[src/lumi_tx_settings.svh]
// Link transmitter settings: UMI field widths, phy width and counter widths
`ifndef LUMI_TX_SETTINGS_SVH
`define LUMI_TX_SETTINGS_SVH

// ##############################
// UMI field widths
// ##############################
`define LUMI_DW    64    // Data field, capped payload per packet
`define LUMI_AW    32    // Destination and source address
`define LUMI_CW    32    // Command word

// ##############################
// Link side
// ##############################
`define LUMI_IOW   64    // Phy bus, up to 8 bytes per line
`define LUMI_CRDTW 16    // Credit counters wrap modulo 2^16
`define LUMI_CNTW  8     // Byte and line counts

// Full packet as held in the shift register
`define LUMI_PKTW  (`LUMI_DW + 2 * `LUMI_AW + `LUMI_CW)
`define LUMI_PKTB  (`LUMI_PKTW / 8)

`endif

[src/lumi_tx_pkg.sv]
// Link transmitter types: opcode encoding, packet class and packet vector
`include "lumi_tx_settings.svh"

package lumi_tx_pkg;

   // ##############################
   // Command word layout
   // ##############################
   // Opcode  cmd[4:0]
   // Size    cmd[7:5]   log2 of bytes per word
   // Length  cmd[15:8]  words minus one
   // Upper bits travel untouched

   // Opcodes the transmitter tells apart, others count as carrying data
   typedef enum logic [4:0] {
      UMI_INVALID    = 5'h00,  // Empty command
      UMI_REQ_READ   = 5'h01,
      UMI_RESP_READ  = 5'h02,  // Returns read data
      UMI_REQ_WRITE  = 5'h03,
      UMI_RESP_WRITE = 5'h04,  // Write ack, header only
      UMI_REQ_POSTED = 5'h05,  // Write without ack
      UMI_REQ_RDMA   = 5'h07,
      UMI_REQ_ATOMIC = 5'h09,
      UMI_LINK       = 5'h0E   // Link layer message, command only
   } umi_opcode_t;

   // How much of the packet goes on the wire
   typedef enum logic [1:0] {
      PKT_CMD_ONLY  = 2'd0,    // Command word only
      PKT_NO_DATA   = 2'd1,    // Command and both addresses
      PKT_WITH_DATA = 2'd2     // Header plus data bytes
   } pkt_class_t;

   // Packet as serialized, lsb first
   // {data, srcaddr, dstaddr, cmd}
   typedef logic [`LUMI_PKTW-1:0] pkt_vec_t;

endpackage

[src/lumi_tx_decode.sv]
// Command decode for one channel: packet class, byte count and credit lines needed
`include "lumi_tx_settings.svh"

module lumi_tx_decode
  (
   input  logic [`LUMI_CW-1:0]     cmd,          // UMI command word
   input  logic [1:0]              csr_iowidth,  // log2 bytes per phy line
   output lumi_tx_pkg::pkt_class_t pkt_class,    // How much goes on the wire
   output logic [`LUMI_CNTW-1:0]   pkt_bytes,    // Bytes on the wire
   output logic [`LUMI_CNTW-1:0]   crdt_need     // Phy lines, rounded up
   );

   import lumi_tx_pkg::*;

   localparam logic [`LUMI_CNTW-1:0] CMD_BYTES = `LUMI_CW / 8;
   localparam logic [`LUMI_CNTW-1:0] HDR_BYTES = (`LUMI_CW + 2 * `LUMI_AW) / 8;
   localparam logic [`LUMI_CNTW-1:0] DATA_MAX  = `LUMI_DW / 8;  // Data field size

   umi_opcode_t            opcode;
   logic [2:0]             size;
   logic [7:0]             len;
   logic [8:0]             lenp1;      // Words in the transfer
   logic [15:0]            data_raw;   // Bytes the command asks for
   logic [`LUMI_CNTW-1:0]  data_bytes; // Bytes actually sent
   logic [`LUMI_CNTW-1:0]  lines;      // Whole lines
   logic [`LUMI_CNTW-1:0]  rem;        // Bytes spilling into a partial line

   // ##############################
   // Field extraction
   // ##############################
   assign opcode = umi_opcode_t'(cmd[4:0]);
   assign size   = cmd[7:5];
   assign len    = cmd[15:8];

   // (len+1) << size, at most 256 << 7
   assign lenp1    = {1'b0, len} + 9'd1;
   assign data_raw = {7'd0, lenp1} << size;

   // Longer transfers are cut to the data field
   assign data_bytes = (data_raw > 16'(DATA_MAX)) ? DATA_MAX : data_raw[`LUMI_CNTW-1:0];

   // ##############################
   // Packet class
   // ##############################
   always_comb
   begin
      case (opcode)
         UMI_INVALID,
         UMI_LINK       : pkt_class = PKT_CMD_ONLY;
         UMI_REQ_READ,
         UMI_REQ_RDMA,
         UMI_RESP_WRITE : pkt_class = PKT_NO_DATA;   // Addresses, no payload
         default        : pkt_class = PKT_WITH_DATA;
      endcase
   end

   always_comb
   begin
      case (pkt_class)
         PKT_CMD_ONLY : pkt_bytes = CMD_BYTES;
         PKT_NO_DATA  : pkt_bytes = HDR_BYTES;
         default      : pkt_bytes = HDR_BYTES + data_bytes;
      endcase
   end

   // ##############################
   // Credit lines
   // ##############################
   // Round down by shift, then look for leftover bytes under the line mask
   assign lines = pkt_bytes >> csr_iowidth;
   assign rem   = pkt_bytes & ~(lines << csr_iowidth);

   assign crdt_need = lines + {{(`LUMI_CNTW-1){1'b0}}, |rem};  // One more for a partial line

endmodule

[src/lumi_tx_arbiter.sv]
// Credit check and response-over-request arbitration with transmitted-line counters
`include "lumi_tx_settings.svh"

module lumi_tx_arbiter
  (
   input  logic                    clk,
   input  logic                    nreset,
   input  logic                    csr_en,         // Transmitter enable
   // Channel requests
   input  logic                    req_valid,
   input  logic                    resp_valid,
   input  logic [`LUMI_CNTW-1:0]   req_need,       // Lines for the pending request
   input  logic [`LUMI_CNTW-1:0]   resp_need,      // Lines for the pending response
   // Remote grants, cumulative
   input  logic [`LUMI_CRDTW-1:0]  rmt_crdt_req,
   input  logic [`LUMI_CRDTW-1:0]  rmt_crdt_resp,
   // Serializer side
   input  logic                    load_ready,     // Serializer can take a packet
   output logic                    req_ready,
   output logic                    resp_ready,
   output logic                    load,           // Packet accepted this edge
   output logic                    sel_resp        // Accepted packet is the response
   );

   import lumi_tx_pkg::*;

   logic [`LUMI_CRDTW-1:0] tx_crdt_req;     // Lines sent on the request channel
   logic [`LUMI_CRDTW-1:0] tx_crdt_resp;    // Lines sent on the response channel
   logic [`LUMI_CRDTW-1:0] req_avail;
   logic [`LUMI_CRDTW-1:0] resp_avail;
   logic [`LUMI_CRDTW-1:0] req_need_ext;
   logic [`LUMI_CRDTW-1:0] resp_need_ext;
   logic                   req_elig;
   logic                   resp_elig;
   logic                   req_acc;
   logic                   resp_acc;

   // ##############################
   // Available credit
   // ##############################
   // Difference wraps with the counters
   assign req_avail  = rmt_crdt_req  - tx_crdt_req;
   assign resp_avail = rmt_crdt_resp - tx_crdt_resp;

   assign req_need_ext  = {{(`LUMI_CRDTW-`LUMI_CNTW){1'b0}}, req_need};
   assign resp_need_ext = {{(`LUMI_CRDTW-`LUMI_CNTW){1'b0}}, resp_need};

   // Strictly greater, one line always kept in reserve
   assign req_elig  = csr_en & load_ready & (req_avail  > req_need_ext);
   assign resp_elig = csr_en & load_ready & (resp_avail > resp_need_ext);

   // ##############################
   // Priority
   // ##############################
   // Response wins whenever it could go
   assign resp_ready = resp_elig;
   assign req_ready  = req_elig & ~(resp_valid & resp_elig);

   assign resp_acc = resp_valid & resp_ready;
   assign req_acc  = req_valid  & req_ready;     // Never together with resp_acc

   assign load     = resp_acc | req_acc;
   assign sel_resp = resp_acc;

   // ##############################
   // Transmitted-line counters
   // ##############################
   // Whole packet charged at acceptance
   always_ff @(posedge clk or negedge nreset)
   begin
      if (!nreset)
      begin
         tx_crdt_req  <= '0;
         tx_crdt_resp <= '0;
      end
      else
      begin
         if (req_acc)
            tx_crdt_req <= tx_crdt_req + req_need_ext;
         if (resp_acc)
            tx_crdt_resp <= tx_crdt_resp + resp_need_ext;
      end
   end

endmodule

[src/lumi_tx_serializer.sv]
// Packet serializer: shift register with byte-valid mask driving the phy lines
`include "lumi_tx_settings.svh"

module lumi_tx_serializer
  (
   input  logic                   clk,
   input  logic                   nreset,
   input  logic                   load,          // Take a new packet
   input  lumi_tx_pkg::pkt_vec_t  pkt,           // Packet, lsb first
   input  logic [`LUMI_CNTW-1:0]  pkt_bytes,     // Bytes of pkt on the wire
   input  logic [1:0]             csr_iowidth,   // log2 bytes per line
   input  logic                   phy_txrdy,     // Phy consumes the line
   output logic                   load_ready,    // Free now or after this edge
   output logic [`LUMI_IOW-1:0]   phy_txdata,
   output logic                   phy_txvld
   );

   import lumi_tx_pkg::*;

   pkt_vec_t               shiftreg;        // Packet bytes still to send
   logic [`LUMI_PKTB-1:0]  vmask;           // One bit per remaining byte
   logic [`LUMI_PKTB-1:0]  vmask_next;      // After the current line
   logic [`LUMI_PKTB-1:0]  load_mask;
   logic [3:0]             bpc;             // Bytes per line
   logic [6:0]             bpc_bits;        // Same in bits
   logic [`LUMI_IOW-1:0]   width_mask;      // Lanes in use
   logic [`LUMI_IOW-1:0]   byte_mask;       // Lanes holding packet bytes
   logic                   line_done;
   logic                   last_line;

   // ##############################
   // Line width
   // ##############################
   assign bpc        = 4'd1 << csr_iowidth;
   assign bpc_bits   = {bpc, 3'b000};
   assign width_mask = ~({`LUMI_IOW{1'b1}} << bpc_bits);  // All ones at 8 bytes

   // ##############################
   // Byte-valid mask
   // ##############################
   assign load_mask  = ~({`LUMI_PKTB{1'b1}} << pkt_bytes);
   assign vmask_next = vmask >> bpc;

   assign phy_txvld  = |vmask;
   assign line_done  = phy_txvld & phy_txrdy;
   assign last_line  = ~|vmask_next;             // Nothing left past this line
   assign load_ready = ~phy_txvld | (last_line & phy_txrdy);

   always_ff @(posedge clk or negedge nreset)
   begin
      if (!nreset)
         vmask <= '0;
      else if (load)
         vmask <= load_mask;                      // Last line drains on the same edge
      else if (line_done)
         vmask <= vmask_next;
   end

   // ##############################
   // Data path
   // ##############################
   always_ff @(posedge clk)
   begin
      if (load)
         shiftreg <= pkt;
      else if (line_done)
         shiftreg <= shiftreg >> bpc_bits;
   end

   // Expand the low mask bits to lanes
   always_comb
   begin
      for (int i = 0; i < `LUMI_IOW / 8; i++)
      begin
         byte_mask[i*8 +: 8] = {8{vmask[i]}};
      end
   end

   // Zero past the packet end and above the line width
   assign phy_txdata = shiftreg[`LUMI_IOW-1:0] & width_mask & byte_mask;

endmodule

[src/lumi_tx.sv]
// Link transmitter top: decodes, arbitrates and serializes two UMI channels
`include "lumi_tx_settings.svh"

module lumi_tx
  (
   input  logic                   clk,
   input  logic                   nreset,
   // Configuration
   input  logic                   csr_en,              // Enable transmission
   input  logic [1:0]             csr_iowidth,         // 1, 2, 4 or 8 bytes per line
   input  logic [`LUMI_CRDTW-1:0] rmt_crdt_req,        // Remote grants, request
   input  logic [`LUMI_CRDTW-1:0] rmt_crdt_resp,       // Remote grants, response
   // Request channel
   input  logic                   umi_req_in_valid,
   input  logic [`LUMI_CW-1:0]    umi_req_in_cmd,
   input  logic [`LUMI_AW-1:0]    umi_req_in_dstaddr,
   input  logic [`LUMI_AW-1:0]    umi_req_in_srcaddr,
   input  logic [`LUMI_DW-1:0]    umi_req_in_data,
   output logic                   umi_req_in_ready,
   // Response channel, higher priority
   input  logic                   umi_resp_in_valid,
   input  logic [`LUMI_CW-1:0]    umi_resp_in_cmd,
   input  logic [`LUMI_AW-1:0]    umi_resp_in_dstaddr,
   input  logic [`LUMI_AW-1:0]    umi_resp_in_srcaddr,
   input  logic [`LUMI_DW-1:0]    umi_resp_in_data,
   output logic                   umi_resp_in_ready,
   // Phy
   output logic [`LUMI_IOW-1:0]   phy_txdata,
   output logic                   phy_txvld,
   input  logic                   phy_txrdy            // Back-pressure
   );

   import lumi_tx_pkg::*;

   pkt_class_t             req_class;
   pkt_class_t             resp_class;
   logic [`LUMI_CNTW-1:0]  req_bytes;
   logic [`LUMI_CNTW-1:0]  resp_bytes;
   logic [`LUMI_CNTW-1:0]  req_need;
   logic [`LUMI_CNTW-1:0]  resp_need;
   logic [`LUMI_CNTW-1:0]  sel_bytes;
   logic [`LUMI_DW-1:0]    req_data;      // Cleared when not sent
   logic [`LUMI_DW-1:0]    resp_data;
   logic                   load_ready;
   logic                   load;
   logic                   sel_resp;
   pkt_vec_t               pkt;

   // ##############################
   // Decode, one per channel
   // ##############################
   lumi_tx_decode u_decode_req
     (.cmd         (umi_req_in_cmd),
      .csr_iowidth (csr_iowidth),
      .pkt_class   (req_class),
      .pkt_bytes   (req_bytes),
      .crdt_need   (req_need));

   lumi_tx_decode u_decode_resp
     (.cmd         (umi_resp_in_cmd),
      .csr_iowidth (csr_iowidth),
      .pkt_class   (resp_class),
      .pkt_bytes   (resp_bytes),
      .crdt_need   (resp_need));

   // ##############################
   // Credit check and priority
   // ##############################
   lumi_tx_arbiter u_arbiter
     (.clk           (clk),
      .nreset        (nreset),
      .csr_en        (csr_en),
      .req_valid     (umi_req_in_valid),
      .resp_valid    (umi_resp_in_valid),
      .req_need      (req_need),
      .resp_need     (resp_need),
      .rmt_crdt_req  (rmt_crdt_req),
      .rmt_crdt_resp (rmt_crdt_resp),
      .load_ready    (load_ready),
      .req_ready     (umi_req_in_ready),
      .resp_ready    (umi_resp_in_ready),
      .load          (load),
      .sel_resp      (sel_resp));

   // ##############################
   // Packet assembly
   // ##############################
   // Data field only loaded when the packet carries it
   assign req_data  = (req_class  == PKT_WITH_DATA) ? umi_req_in_data  : '0;
   assign resp_data = (resp_class == PKT_WITH_DATA) ? umi_resp_in_data : '0;

   assign pkt = sel_resp ?
                {resp_data, umi_resp_in_srcaddr, umi_resp_in_dstaddr, umi_resp_in_cmd} :
                {req_data,  umi_req_in_srcaddr,  umi_req_in_dstaddr,  umi_req_in_cmd};

   assign sel_bytes = sel_resp ? resp_bytes : req_bytes;

   lumi_tx_serializer u_serializer
     (.clk         (clk),
      .nreset      (nreset),
      .load        (load),
      .pkt         (pkt),
      .pkt_bytes   (sel_bytes),
      .csr_iowidth (csr_iowidth),
      .phy_txrdy   (phy_txrdy),
      .load_ready  (load_ready),
      .phy_txdata  (phy_txdata),
      .phy_txvld   (phy_txvld));

endmodule

[config.mk]
export PLATFORM = sky130hd
export DESIGN_NAME = lumi_tx
export DESIGN_NICKNAME = d
export VERILOG_FILES = /design/src/lumi_tx_pkg.sv /design/src/lumi_tx_decode.sv /design/src/lumi_tx_arbiter.sv /design/src/lumi_tx_serializer.sv /design/src/lumi_tx.sv
export VERILOG_INCLUDE_DIRS = /design/src
export SDC_FILE = /design/constraint.sdc
export NUM_CORES = 1
export LEC_CHECK = 0
export BUFFER_PORTS_ARGS = -buffer_cell sky130_fd_sc_hd__buf_2
export CELL_PAD_IN_SITES_DETAIL_PLACEMENT = 0
export CELL_PAD_IN_SITES_GLOBAL_PLACEMENT = 1
export CORE_MARGIN = 3
export CORE_UTILIZATION = 35
export DETAILED_ROUTE_END_ITERATION = 12
export HOLD_SLACK_MARGIN = 0.05
export PLACE_DENSITY_LB_ADDON = 0.1
export SLEW_MARGIN = 20
export SYNTH_ARGS = -nofsm -noshare
export SYNTH_HDL_FRONTEND = slang
export SYNTH_SLANG_ARGS = --single-unit
[constraint.sdc]
create_clock -name clk -period 8.7 [get_ports clk]
set_clock_uncertainty 0.2 [all_clocks]
set_input_delay 1.74 -clock clk [delete_from_list [all_inputs] [get_ports clk]]
set_output_delay 1.74 -clock clk [all_outputs]
set_load 0.01 [all_outputs]
==> results of run 1 <==
[cell usage after synthesis (66+ instances only)]
master    number
mux2i_1      285
a21oi_1      222
ha_1          73
o21ai_0      262
edfxtp_1     160
a31oi_1       76
nand2_1      303
nand3_1       66
nor2_1       197
and3_1       138
inv_1         74
clkbuf_1     163
[final cells by class]
class	instances	area [um^2]	area share
clock buffer	36	730.7	0.02640
multi-input combinational	2254	15500	0.5602
tap	846	1059	0.03825
timing repair buffer	621	3841	0.1388
inverter	78	296.5	0.01071
sequential	212	6106	0.2206
clock inverter	16	136.4	0.004928
antenna	1	2.502	0.00009042
[through the flow]
stage | setup slack, ns | util | TNS [ns] | cells | instance area, um^2
after floorplan | 0.02612 | - | 0 | 2781 | 22500
after global placement | -0.4078 | 0.4157 | -1.256 | 3993 | 26270
after detailed placement | -0.5003 | 0.4157 | -5.719 | 3993 | 26270
after CTS | -0.07185 | 0.4346 | -0.07185 | 4053 | 27470
after global routing | -0.3595 | 0.4379 | -0.6539 | 4063 | 27670
final | -0.05930 | 0.4380 | -0.05930 | 4064 | 27680
[kinds of logic after synthesis]
group                      Yosys count
AOI/OAI and AO/OA                  826
adders and majority gates           77
buffers and inverters              315
xor gates and xnor gates            62
DFF                                212
and+or+nand+nor                    913
muxes                              368
other                                2
[path summary, 6_finish.rpt]
path | from | endpoint | slack [ns] | cells after the start
setup / recovery | umi_resp_in_cmd[12] | umi_req_in_ready | -0.06 | 33
hold / removal | u_arbiter.tx_crdt_req[15] | u_arbiter.tx_crdt_req[15] | 0.30 | 1
setup reg to reg | u_arbiter.tx_crdt_req[0] | u_serializer.shiftreg[27] | 3.43 | 23
hold reg to reg | u_arbiter.tx_crdt_req[15] | u_arbiter.tx_crdt_req[15] | 0.30 | 1
max in group asynchronous | nreset | u_arbiter.tx_crdt_req[11] | 6.69 | 2
min in group asynchronous | nreset | u_arbiter.tx_crdt_resp[7] | 1.06 | 2
[critical path: cells and delay by family]
family                   cells  cell delay [ns]
adder cells (fa/ha/maj)      4             1.02
multiplexers                 1             0.11
buffers and inverters        3             0.24
AND/OR/NAND/NOR             14             2.12
AO/OA/AOI/OAI               11             1.59
[sequential cells by signal (all words and copies together), names as in the netlist]
register and cells:
u_serializer.shiftreg 160, u_arbiter.tx_crdt_req 16, u_serializer.vmask 20, u_arbiter.tx_crdt_resp 16
[metal layers]
layer	share of wire	up-vias	track usage
li1	-	11155	-
met1	0.47	11796	0.4839
met2	0.41	1197	0.4474
met3	0.094	128	0.06926
met4	0.022	20	0.06499
met5	0.0012	-	0
[power by group]
part	total, uW	internal, uW	switching [uW]
sequential	1810	1420	389
combinational	2740	1080	1660
clock	1150	649	504
total	5710	3150	2560
[what timing repair did]
item / 4_1_cts / 5_1_grt
gates cloned: 0 / 0
buffers inserted: 8 / 10
pin swaps: 40 / 35
setup endpoints to repair: 2 / 2
resized for setup: 68 / 33
hold buffers: 0 / 0
==> flow_summary_export.csv, run 1 <==
group,metric,value,unit
clocking,h-tree-depth,1,
floorplan,core_area,63200,um^2
worst_setup_path,startpoint_type,"input port",
routing,dr.pass1.iters,5,
hold_path,hold_class,"flip-flop to flip-flop",
final_layout,fillers,6480,
synth,synthXorXnorAreaFrac,0.02423,
routing,num_vias,24296,
timing,setup-violations-final,1,
floorplan,fp.dieArea,67100,um^2
place,hpwlAfterDp,87.89,mm
status,violations,"negative setup slack",
global_routing,grtUsageTotal,0.3155,
synth,synth-adder-area-share,0.04433,
routing,wl_per_cell,27.39,um
synth,yosys_warnings,0,
timing,layout_min_cycle_time,8.759,ns
floorplan,initial_core_util,0.3546,
final_layout,final_common_cell,"buf_2",
synth,ys.flop_type,"edfxtp_1",
synth,synth_seq_cells,212,
final_layout,final_nets,3632,
timing,rsz0062_at_grt,"yes",
routing,vias_per_cell,5.978,
worst_setup_path,end_kind,"output port",
worst_setup_path,crit_arrival,6.82,ns
timing,final-hold-violation-count,0,
place,gp_congestion,0.9911,
synth,synth-edff-count,160,
power,finalPower,5709,uW
clocking,clkLatencyLatePin,0.59,ns
routing,totalWireLength,111.3,mm
status,status,"finished with violations",
floorplan,die_h,259.0,um
clocking,clock_sinks,212,
power,peakVddDrop,0.1568,mV
clocking,cts_tree,"built",
flow_run,maxCapViolCount,0,
final_layout,synthToLayoutAreaGrowth,23.49,%
worst_setup_path,cp.required,6.76,ns
worst_setup_path,criticalPathCategory,"input port to output port",
worst_setup_path,slowest_delay,0.51,ns
timing,slew_violations,0,
global_routing,grt_start_max_net_pins,107,
global_routing,grt_pass1_wl,158.5,mm
floorplan,fp-row-count,92,
power,power_density,206.3,nW/um^2
clocking,cts-root-buf,"clkbuf_16",
clocking,cts_buffer_depth,3,
synth,avgSynthCellArea,8.076,um^2
synth,syn_inst,2775,
timing,fmax,114.2,MHz
timing,worst_pin_slew,1.068,ns
routing,drc,0,
synth,synth_top_area_cell,"edfxtp_1",
worst_setup_path,crit_fanout,3,
synth,ys_types,94,
clocking,cts.clk_slew.worst_paths,0.06,ns
final_layout,final_cell_mix,"416 x buf_2, 299 x nand2_1, 284 x mux2i_1",
timing,fin_hold_ws,0.3005,ns
timing,min_period_over_period,1.007,
synth,synth.area.top_cells,"edfxtp_1 21%, mux2i_1 13%, o21ai_0 5.9%",
synth,synth.top_cell.area_share,0.2144,
synth,synth_compound_area_frac,0.2217,
floorplan,die_width,259.0,um
timing,slew_headroom,0.2882,
routing,antenna_left,0,
global_routing,grt_pass1_vias,22621,
synth,synth-simple-area-share,0.1975,
floorplan,ios,427,
global_routing,overflow,0,
synth,synthArstFlopShare,0.2453,
synth,synth_area,22410,um^2
global_routing,antenna_found_initial,15,
power,p_leak,0.01249,uW
timing,finalWorstSetupSlack,-0.05930,ns
synth,synth_top_family_by_area,"compound AO/OA/AOI/OAI gates",
place,numPortBuffers,426,
routing,drtIter0Drc,2743,
final_layout,drive_above_1_share,0.2596,
worst_setup_path,critPathSlowestCell,"or4_4",
synth,ys_seq_area_frac,0.2724,
clocking,numCtsBuffers,28,
synth,synthMuxAreaShare,0.1817,
Note: power is estimated with default switching activity, not from simulation.
==> run 2, diff against run 1 <==
- CORE_MARGIN: 3 -> 1.5
==> run 2 against run 1 <==
Effect of this change: the run still ends with negative setup slack left; cell count rose by 0.47%; clock-buffer cell count increased by 3; die area down 2.3%; first-iteration DRC count up 1.2%; wire length shrank 0.21%; hold slack got worse by 0.011 ns; largest power group unchanged; highest routed layer unchanged; maximum frequency is 1.0% lower; total power increased by 3.3%.
==> flow_summary_export.csv, run 2 (synthesis results as in run 1) <==
group,metric,value,unit
worst_setup_path,criticalPathCategory,"input port to output port",
worst_setup_path,slowest_delay,0.30,ns
flow_run,maxCapViolCount,0,
place,gp_congestion,0.9698,
global_routing,overflow,0,
timing,setup-violations-final,1,
worst_setup_path,critPathSlowestCell,"mux2_4",
worst_setup_path,crit_fanout,7,
final_layout,fillers,6433,
routing,drc,0,
final_layout,largest_register,"u_serializer.shiftreg",
final_layout,largest_register_ff_count,160,
power,finalPower,5896,uW
worst_setup_path,startpoint_type,"input port",
routing,dr.pass1.iters,6,
global_routing,met1_usage,0.4854,
floorplan,ios,427,
floorplan,core_area,63200,um^2
final_layout,final_nets,3651,
timing,layout_min_cycle_time,8.848,ns
worst_setup_path,rr_startpoint,"u_arbiter.tx_crdt_req[0]",
timing,slew_violations,0,
hold_path,whs_endpoint,"u_arbiter.tx_crdt_req[15]",
routing,drtIter0Drc,2776,
clocking,clkLatencyLatePin,0.59,ns
final_layout,final_cell_mix,"415 x buf_2, 299 x nand2_1, 284 x mux2i_1",
global_routing,antenna_found_initial,4,
power,power_density,210.6,nW/um^2
global_routing,grt_util_met2,0.4660,
hold_path,min_path_cells,1,
global_routing,grt_pass1_vias,22852,
global_routing,gr-usage-met3,0.07467,
timing,worst_pin_slew,1.052,ns
clocking,ctsHoldBuffers,0,
power,clkPwrFrac,0.216,
floorplan,fp-row-count,92,
timing,fmax,113.0,MHz
power,switchingPower,2589,uW
power,netSwitchingFraction,0.4392,
worst_setup_path,cpMostUsedCell,"a21oi_2",
worst_setup_path,end_kind,"output port",
timing,min_period_over_period,1.017,
floorplan,fp.dieArea,65560,um^2
place,dp_slack,-0.6272,ns
floorplan,die_h,256.0,um
final_layout,reg_top3,"u_serializer.shiftreg x160, u_serializer.vmask x20",
power,seqPwrFrac,0.307,
final_layout,drive_above_1_share,0.2670,
hold_path,hp-start,"u_arbiter.tx_crdt_req[15]",
final_layout,synthToLayoutAreaGrowth,24.90,%
routing,totalWireLength,111.1,mm
clocking,numCtsBuffers,29,
power,p_leak,0.01264,uW
place,place_inst,4011,
timing,finalWorstSetupSlack,-0.1478,ns
clocking,h-tree-depth,1,
worst_setup_path,crit_path_start,"umi_req_in_cmd[10]",
clocking,cts-root-buf,"clkbuf_16",
clocking,cts_tree,"built",
power,p_comb_frac,0.477,
timing,slew_headroom,0.2910,
worst_setup_path,timing.reg2reg.setup_slack,3.48,ns
worst_setup_path,rr_endpoint,"u_serializer.shiftreg[145]",
worst_setup_path,crit_arrival,6.91,ns
power,p_int,3307,uW
global_routing,grt_start_max_net_pins,71,
routing,num_vias,24155,
clocking,cts.clk_slew.worst_paths,0.06,ns
power,peakVddDrop,0.1307,mV
status,violations,"negative setup slack",
worst_setup_path,ff2ff_path_depth,24,
clocking,clock_sinks,212,
global_routing,grtUsageTotal,0.3240,
final_layout,final_common_cell,"buf_2",
global_routing,top_usage_layer,"met1",
timing,final-hold-violation-count,0,
floorplan,initial_core_util,0.3546,
status,status,"finished with violations",
hold_path,hold_class,"flip-flop to flip-flop",
floorplan,die_width,256.0,um
routing,antenna_left,0,
final_layout,final_cells,4083,
place,numPortBuffers,426,
clocking,cts_buffer_depth,3,
place,hpwlAfterDp,88.16,mm
timing,rsz0062_at_grt,"yes",
routing,vias_per_cell,5.916,
global_routing,grt_pass1_wl,159.0,mm
routing,wl_per_cell,27.20,um
worst_setup_path,cp.required,6.76,ns
timing,fin_hold_ws,0.2898,ns
## run 2: cell types whose count changed in the layout (fill, tap and decap cells not counted), sizes merged
| cell | previous run | this run |
|---|---|---|
| inv | 74 | 75 |
| clkinvlp | 1 | 0 |
| buf | 621 | 639 |
| clkinv | 17 | 13 |
| bufinv | 2 | 4 |
| clkbuf | 36 | 39 |
## run 2: per-stage QoR
| step | utilization | area (um^2) | TNS, ns |
|---|---|---|---|
| CTS | 0.4392 | 27760 | -0.1261 |
| finish | 0.4429 | 27990 | -0.1478 |
| floorplan | - | 22500 | 0 |
| detailed placement | 0.4182 | 26430 | -1.545 |
| global placement | 0.4182 | 26430 | -0.7961 |
| global route | 0.4429 | 27990 | -0.7160 |
## run 2: worst max path at each step
stage	slack (ns)	endpoint
5_1_grt	-0.43	umi_req_in_ready
3_5_place_dp	-0.63	umi_req_in_ready
6_report	-0.15	umi_req_in_ready
4_1_cts	-0.10	umi_req_in_ready
3_3_place_gp	-0.50	umi_req_in_ready
2_1_floorplan	0.03	umi_req_in_ready
## run 2: layer usage
layer  up-vias  part of all wire
met3       118             0.095
li1      11184                 -
met1     11747              0.47
met2      1100              0.41
met5         -           0.00037
met4         6             0.025
## run 2: power groups by stage
| stage | Combinational, uW | Sequential (uW) | Clock [uW] |
|---|---|---|---|
| finish | 2810 | 1810 | 1270 |
| global route | 3020 | 1820 | 1330 |
| CTS | 2710 | 1780 | 1290 |
| detailed placement | 2650 | 1800 | 0 |
| global placement | 2630 | 1800 | 0 |
| floorplan | 1660 | 1560 | 0 |
## run 2: critical path: cells and delay by family
| family | cells | cell delay, ns |
|---|---|---|
| buffers and inverters | 6 | 0.66 |
| xor gates and xnor gates | 1 | 0.17 |
| muxes | 2 | 0.58 |
| AOI/OAI and AO/OA | 10 | 1.51 |
| adders and majority gates | 3 | 0.57 |
| and+or+nand+nor | 9 | 1.65 |
## run 2: what timing repair did
| item | in CTS | in global routing |
|---|---|---|
| buffers inserted | 12 | 6 |
| pin swaps | 34 | 37 |
| gates cloned | 0 | 0 |
| gates resized for setup | 63 | 41 |
| endpoints found under the setup margin | 2 | 2 |
## run 2: cell type report
type / instances / area [um^2] / share of cell area
tap: 846 / 1059 / 0.03782
sequential: 212 / 6106 / 0.2181
timing repair buffer: 639 / 4011 / 0.1433
clock buffer: 39 / 804.5 / 0.02874
multi-input combinational: 2254 / 15540 / 0.5552
clock inverter: 14 / 171.4 / 0.006124
antenna: 1 / 2.502 / 0.00008940
inverter: 78 / 296.5 / 0.01059
==> run 3, diff against run 2 <==
==> constraint.sdc (replaced) <==
create_clock -name clk -period 8.7 [get_ports clk]
set_clock_uncertainty 0.2 [all_clocks]
set_input_delay 0.87 -clock clk [delete_from_list [all_inputs] [get_ports clk]]
set_output_delay 0.87 -clock clk [all_outputs]
set_load 0.01 [all_outputs]
==> run 3 against run 2 <==
Effect of this change: the run now ends clean; global-route usage is 0.65 points lower; sequential share of layout area is 1.4 points higher; utilization fell by 2.6 points; via count fell by 1.2%; highest routed layer unchanged.
==> flow_summary_export.csv, run 3 (synthesis results as in run 1) <==
group,metric,value,unit
status,status,"finished clean",
timing,rsz0062_at_grt,"no",
power,netSwitchingFraction,0.4489,
floorplan,fp.dieArea,65560,um^2
timing,slew_violations,0,
final_layout,fillers,6549,
final_layout,reg_top3,"u_serializer.shiftreg x160, u_serializer.vmask x20",
place,numPortBuffers,426,
clocking,cts_buffer_depth,3,
floorplan,ios,427,
worst_setup_path,crit_buf_inv,3,
worst_setup_path,timing.reg2reg.setup_slack,3.52,ns
clocking,clock_sinks,212,
timing,fmax,124.0,MHz
clocking,post-cts-setup-buffer-count,0,
power,clkPwrFrac,0.215,
clocking,cts.clk_slew.worst_paths,0.05,ns
worst_setup_path,cpMostUsedCell,"o21ai_0",
floorplan,fp-row-count,92,
timing,layout_min_cycle_time,8.067,ns
power,p_int,3092,uW
routing,dr_wl_met2,45.57,mm
routing,vias_per_cell,6.072,
place,gp_congestion,0.9554,
global_routing,grt_pass1_wl,154.9,mm
routing,num_vias,23864,
final_layout,final_nets,3497,
worst_setup_path,end_kind,"output port",
worst_setup_path,crit_arrival,7.00,ns
global_routing,overflow,0,
worst_setup_path,slowest_delay,0.51,ns
global_routing,antenna_found_initial,4,
hold_path,hold_class,"input port to async pin",
clocking,ctsHoldBuffers,0,
timing,final-hold-violation-count,0,
routing,drtIter0Drc,2739,
clocking,h-tree-depth,1,
routing,wl_met3,10.92,mm
floorplan,die_width,256.0,um
clocking,numCtsBuffers,29,
power,p_comb_frac,0.460,
worst_setup_path,startpoint_type,"input port",
power,p_leak,0.01177,uW
routing,wl_per_cell,27.72,um
flow_run,maxCapViolCount,0,
routing,antenna_left,0,
worst_setup_path,critPathSlowestCell,"or4_1",
floorplan,initial_core_util,0.3546,
place,hpwlAfterDp,85.25,mm
routing,totalWireLength,109.0,mm
final_layout,final_common_cell,"buf_2",
routing,wl_met1,50.55,mm
floorplan,die_h,256.0,um
timing,setup-violations-final,0,
global_routing,grtUsageTotal,0.3175,
global_routing,grt_start_max_net_pins,98,
final_layout,final_cell_mix,"426 x buf_2, 302 x nand2_1, 285 x mux2i_1",
routing,top_layer,"met5",
timing,worst_pin_slew,1.126,ns
power,seqPwrFrac,0.325,
timing,fin_tns_setup,0,ns
clocking,clkLatencyLatePin,0.60,ns
global_routing,grt_pass1_vias,21887,
power,power_density,213.1,nW/um^2
place,placed_area,25380,um^2
worst_setup_path,crit_fanout,13,
routing,dr.pass1.iters,8,
power,peakVddDrop,0.1373,mV
power,switchingPower,2518,uW
final_layout,drive_above_1_share,0.2095,
final_layout,largest_register,"u_serializer.shiftreg",
routing,drc,0,
final_layout,final_area,26330,um^2
worst_setup_path,cp.required,7.63,ns
final_layout,largest_register_ff_count,160,
timing,slew_headroom,0.2416,
final_layout,synthToLayoutAreaGrowth,17.48,%
worst_setup_path,criticalPathCategory,"input port to output port",
worst_setup_path,critPathTopFamily,"compound AO/OA/AOI/OAI gates",
floorplan,core_area,63200,um^2
clocking,cts_tree,"built",
clocking,cts-root-buf,"clkbuf_16",
timing,min_period_over_period,0.9272,
-- run 3: changes by cell type in the layout (fill, tap and decap cells not counted), sizes merged --
cell      change
buf         -154
bufinv        -3
clkinvlp      +3
clkbuf        +1
-- run 3: through the flow --
stage               hold WS [ns]  setup WS (ns)  cells  power, uW  utilization
global placement          0.2837         0.4190   3875       4302       0.4016
global route              0.2701        0.05798   3929       5864       0.4166
detailed placement        0.2795         0.2559   3875       4323       0.4016
CTS                       0.2288         0.3424   3929       5543       0.4163
finish                    0.2075         0.6333   3930       5610       0.4166
floorplan                 0.2607         0.5153   2781       3222            -
-- run 3: final cells by class --
type | count | area (um^2) | share of cell area
clock buffers | 40 | 818.3 | 0.03108
clock inverters | 14 | 107.6 | 0.004087
multi-input cells | 2254 | 15150 | 0.5755
diodes | 1 | 2.502 | 0.00009504
well taps | 846 | 1059 | 0.04020
repair buffers | 485 | 2788 | 0.1059
flip-flops and latches | 212 | 6106 | 0.2319
inverters | 78 | 296.5 | 0.01126
-- run 3: metal layers --
layer	GRT usage	vias up
li1	-	10899
met3	0.06536	92
met1	0.4834	11584
met4	0.05506	2
met5	0	-
met2	0.4605	1287
-- run 3: worst reg2reg max path, cell delays in order, from the launching register on --
cell,delay (ns)
dfrtp_1,0.38
ha_1,0.17
inv_1,0.06
fa_1,0.43
a21o_1,0.18
a21oi_1,0.21
nor2b_1,0.11
o21a_1,0.18
nor2_1,0.11
xnor2_1,0.15
ha_1,0.28
a21o_1,0.16
a21oi_1,0.19
nand2_1,0.07
o21ai_0,0.07
a31oi_1,0.08
nor4_1,0.26
nand4_1,0.35
and3_1,0.37
or2_1,0.26
buf_12,0.17
or3_1,0.51
o21ai_1,0.10
-- run 3: power groups by stage --
stage | Clock (uW) | Combinational [uW] | Sequential (uW)
floorplan | 0 | 1660 | 1560
global placement | 0 | 2490 | 1810
detailed placement | 0 | 2510 | 1810
CTS | 1220 | 2520 | 1800
global route | 1250 | 2780 | 1830
finish | 1210 | 2580 | 1820
-- run 3: final timing paths --
check	start	end	depth (start not counted)
setup / recovery	umi_resp_in_cmd[8]	umi_req_in_ready	34
hold / removal	nreset	u_arbiter.tx_crdt_resp[2]	2
setup reg to reg	u_arbiter.tx_crdt_req[0]	u_serializer.shiftreg[127]	22
hold reg to reg	u_arbiter.tx_crdt_req[15]	u_arbiter.tx_crdt_req[15]	1
max in group asynchronous	nreset	u_arbiter.tx_crdt_req[10]	2
min in group clk	u_arbiter.tx_crdt_req[15]	u_arbiter.tx_crdt_req[15]	1
-- run 3: repair_timing --
| item | 4_1_cts | 5_1_grt |
|---|---|---|
| resized for setup | 0 | 6 |
| hold endpoints to repair | 0 | 0 |
| endpoints found under the setup margin | 0 | 2 |
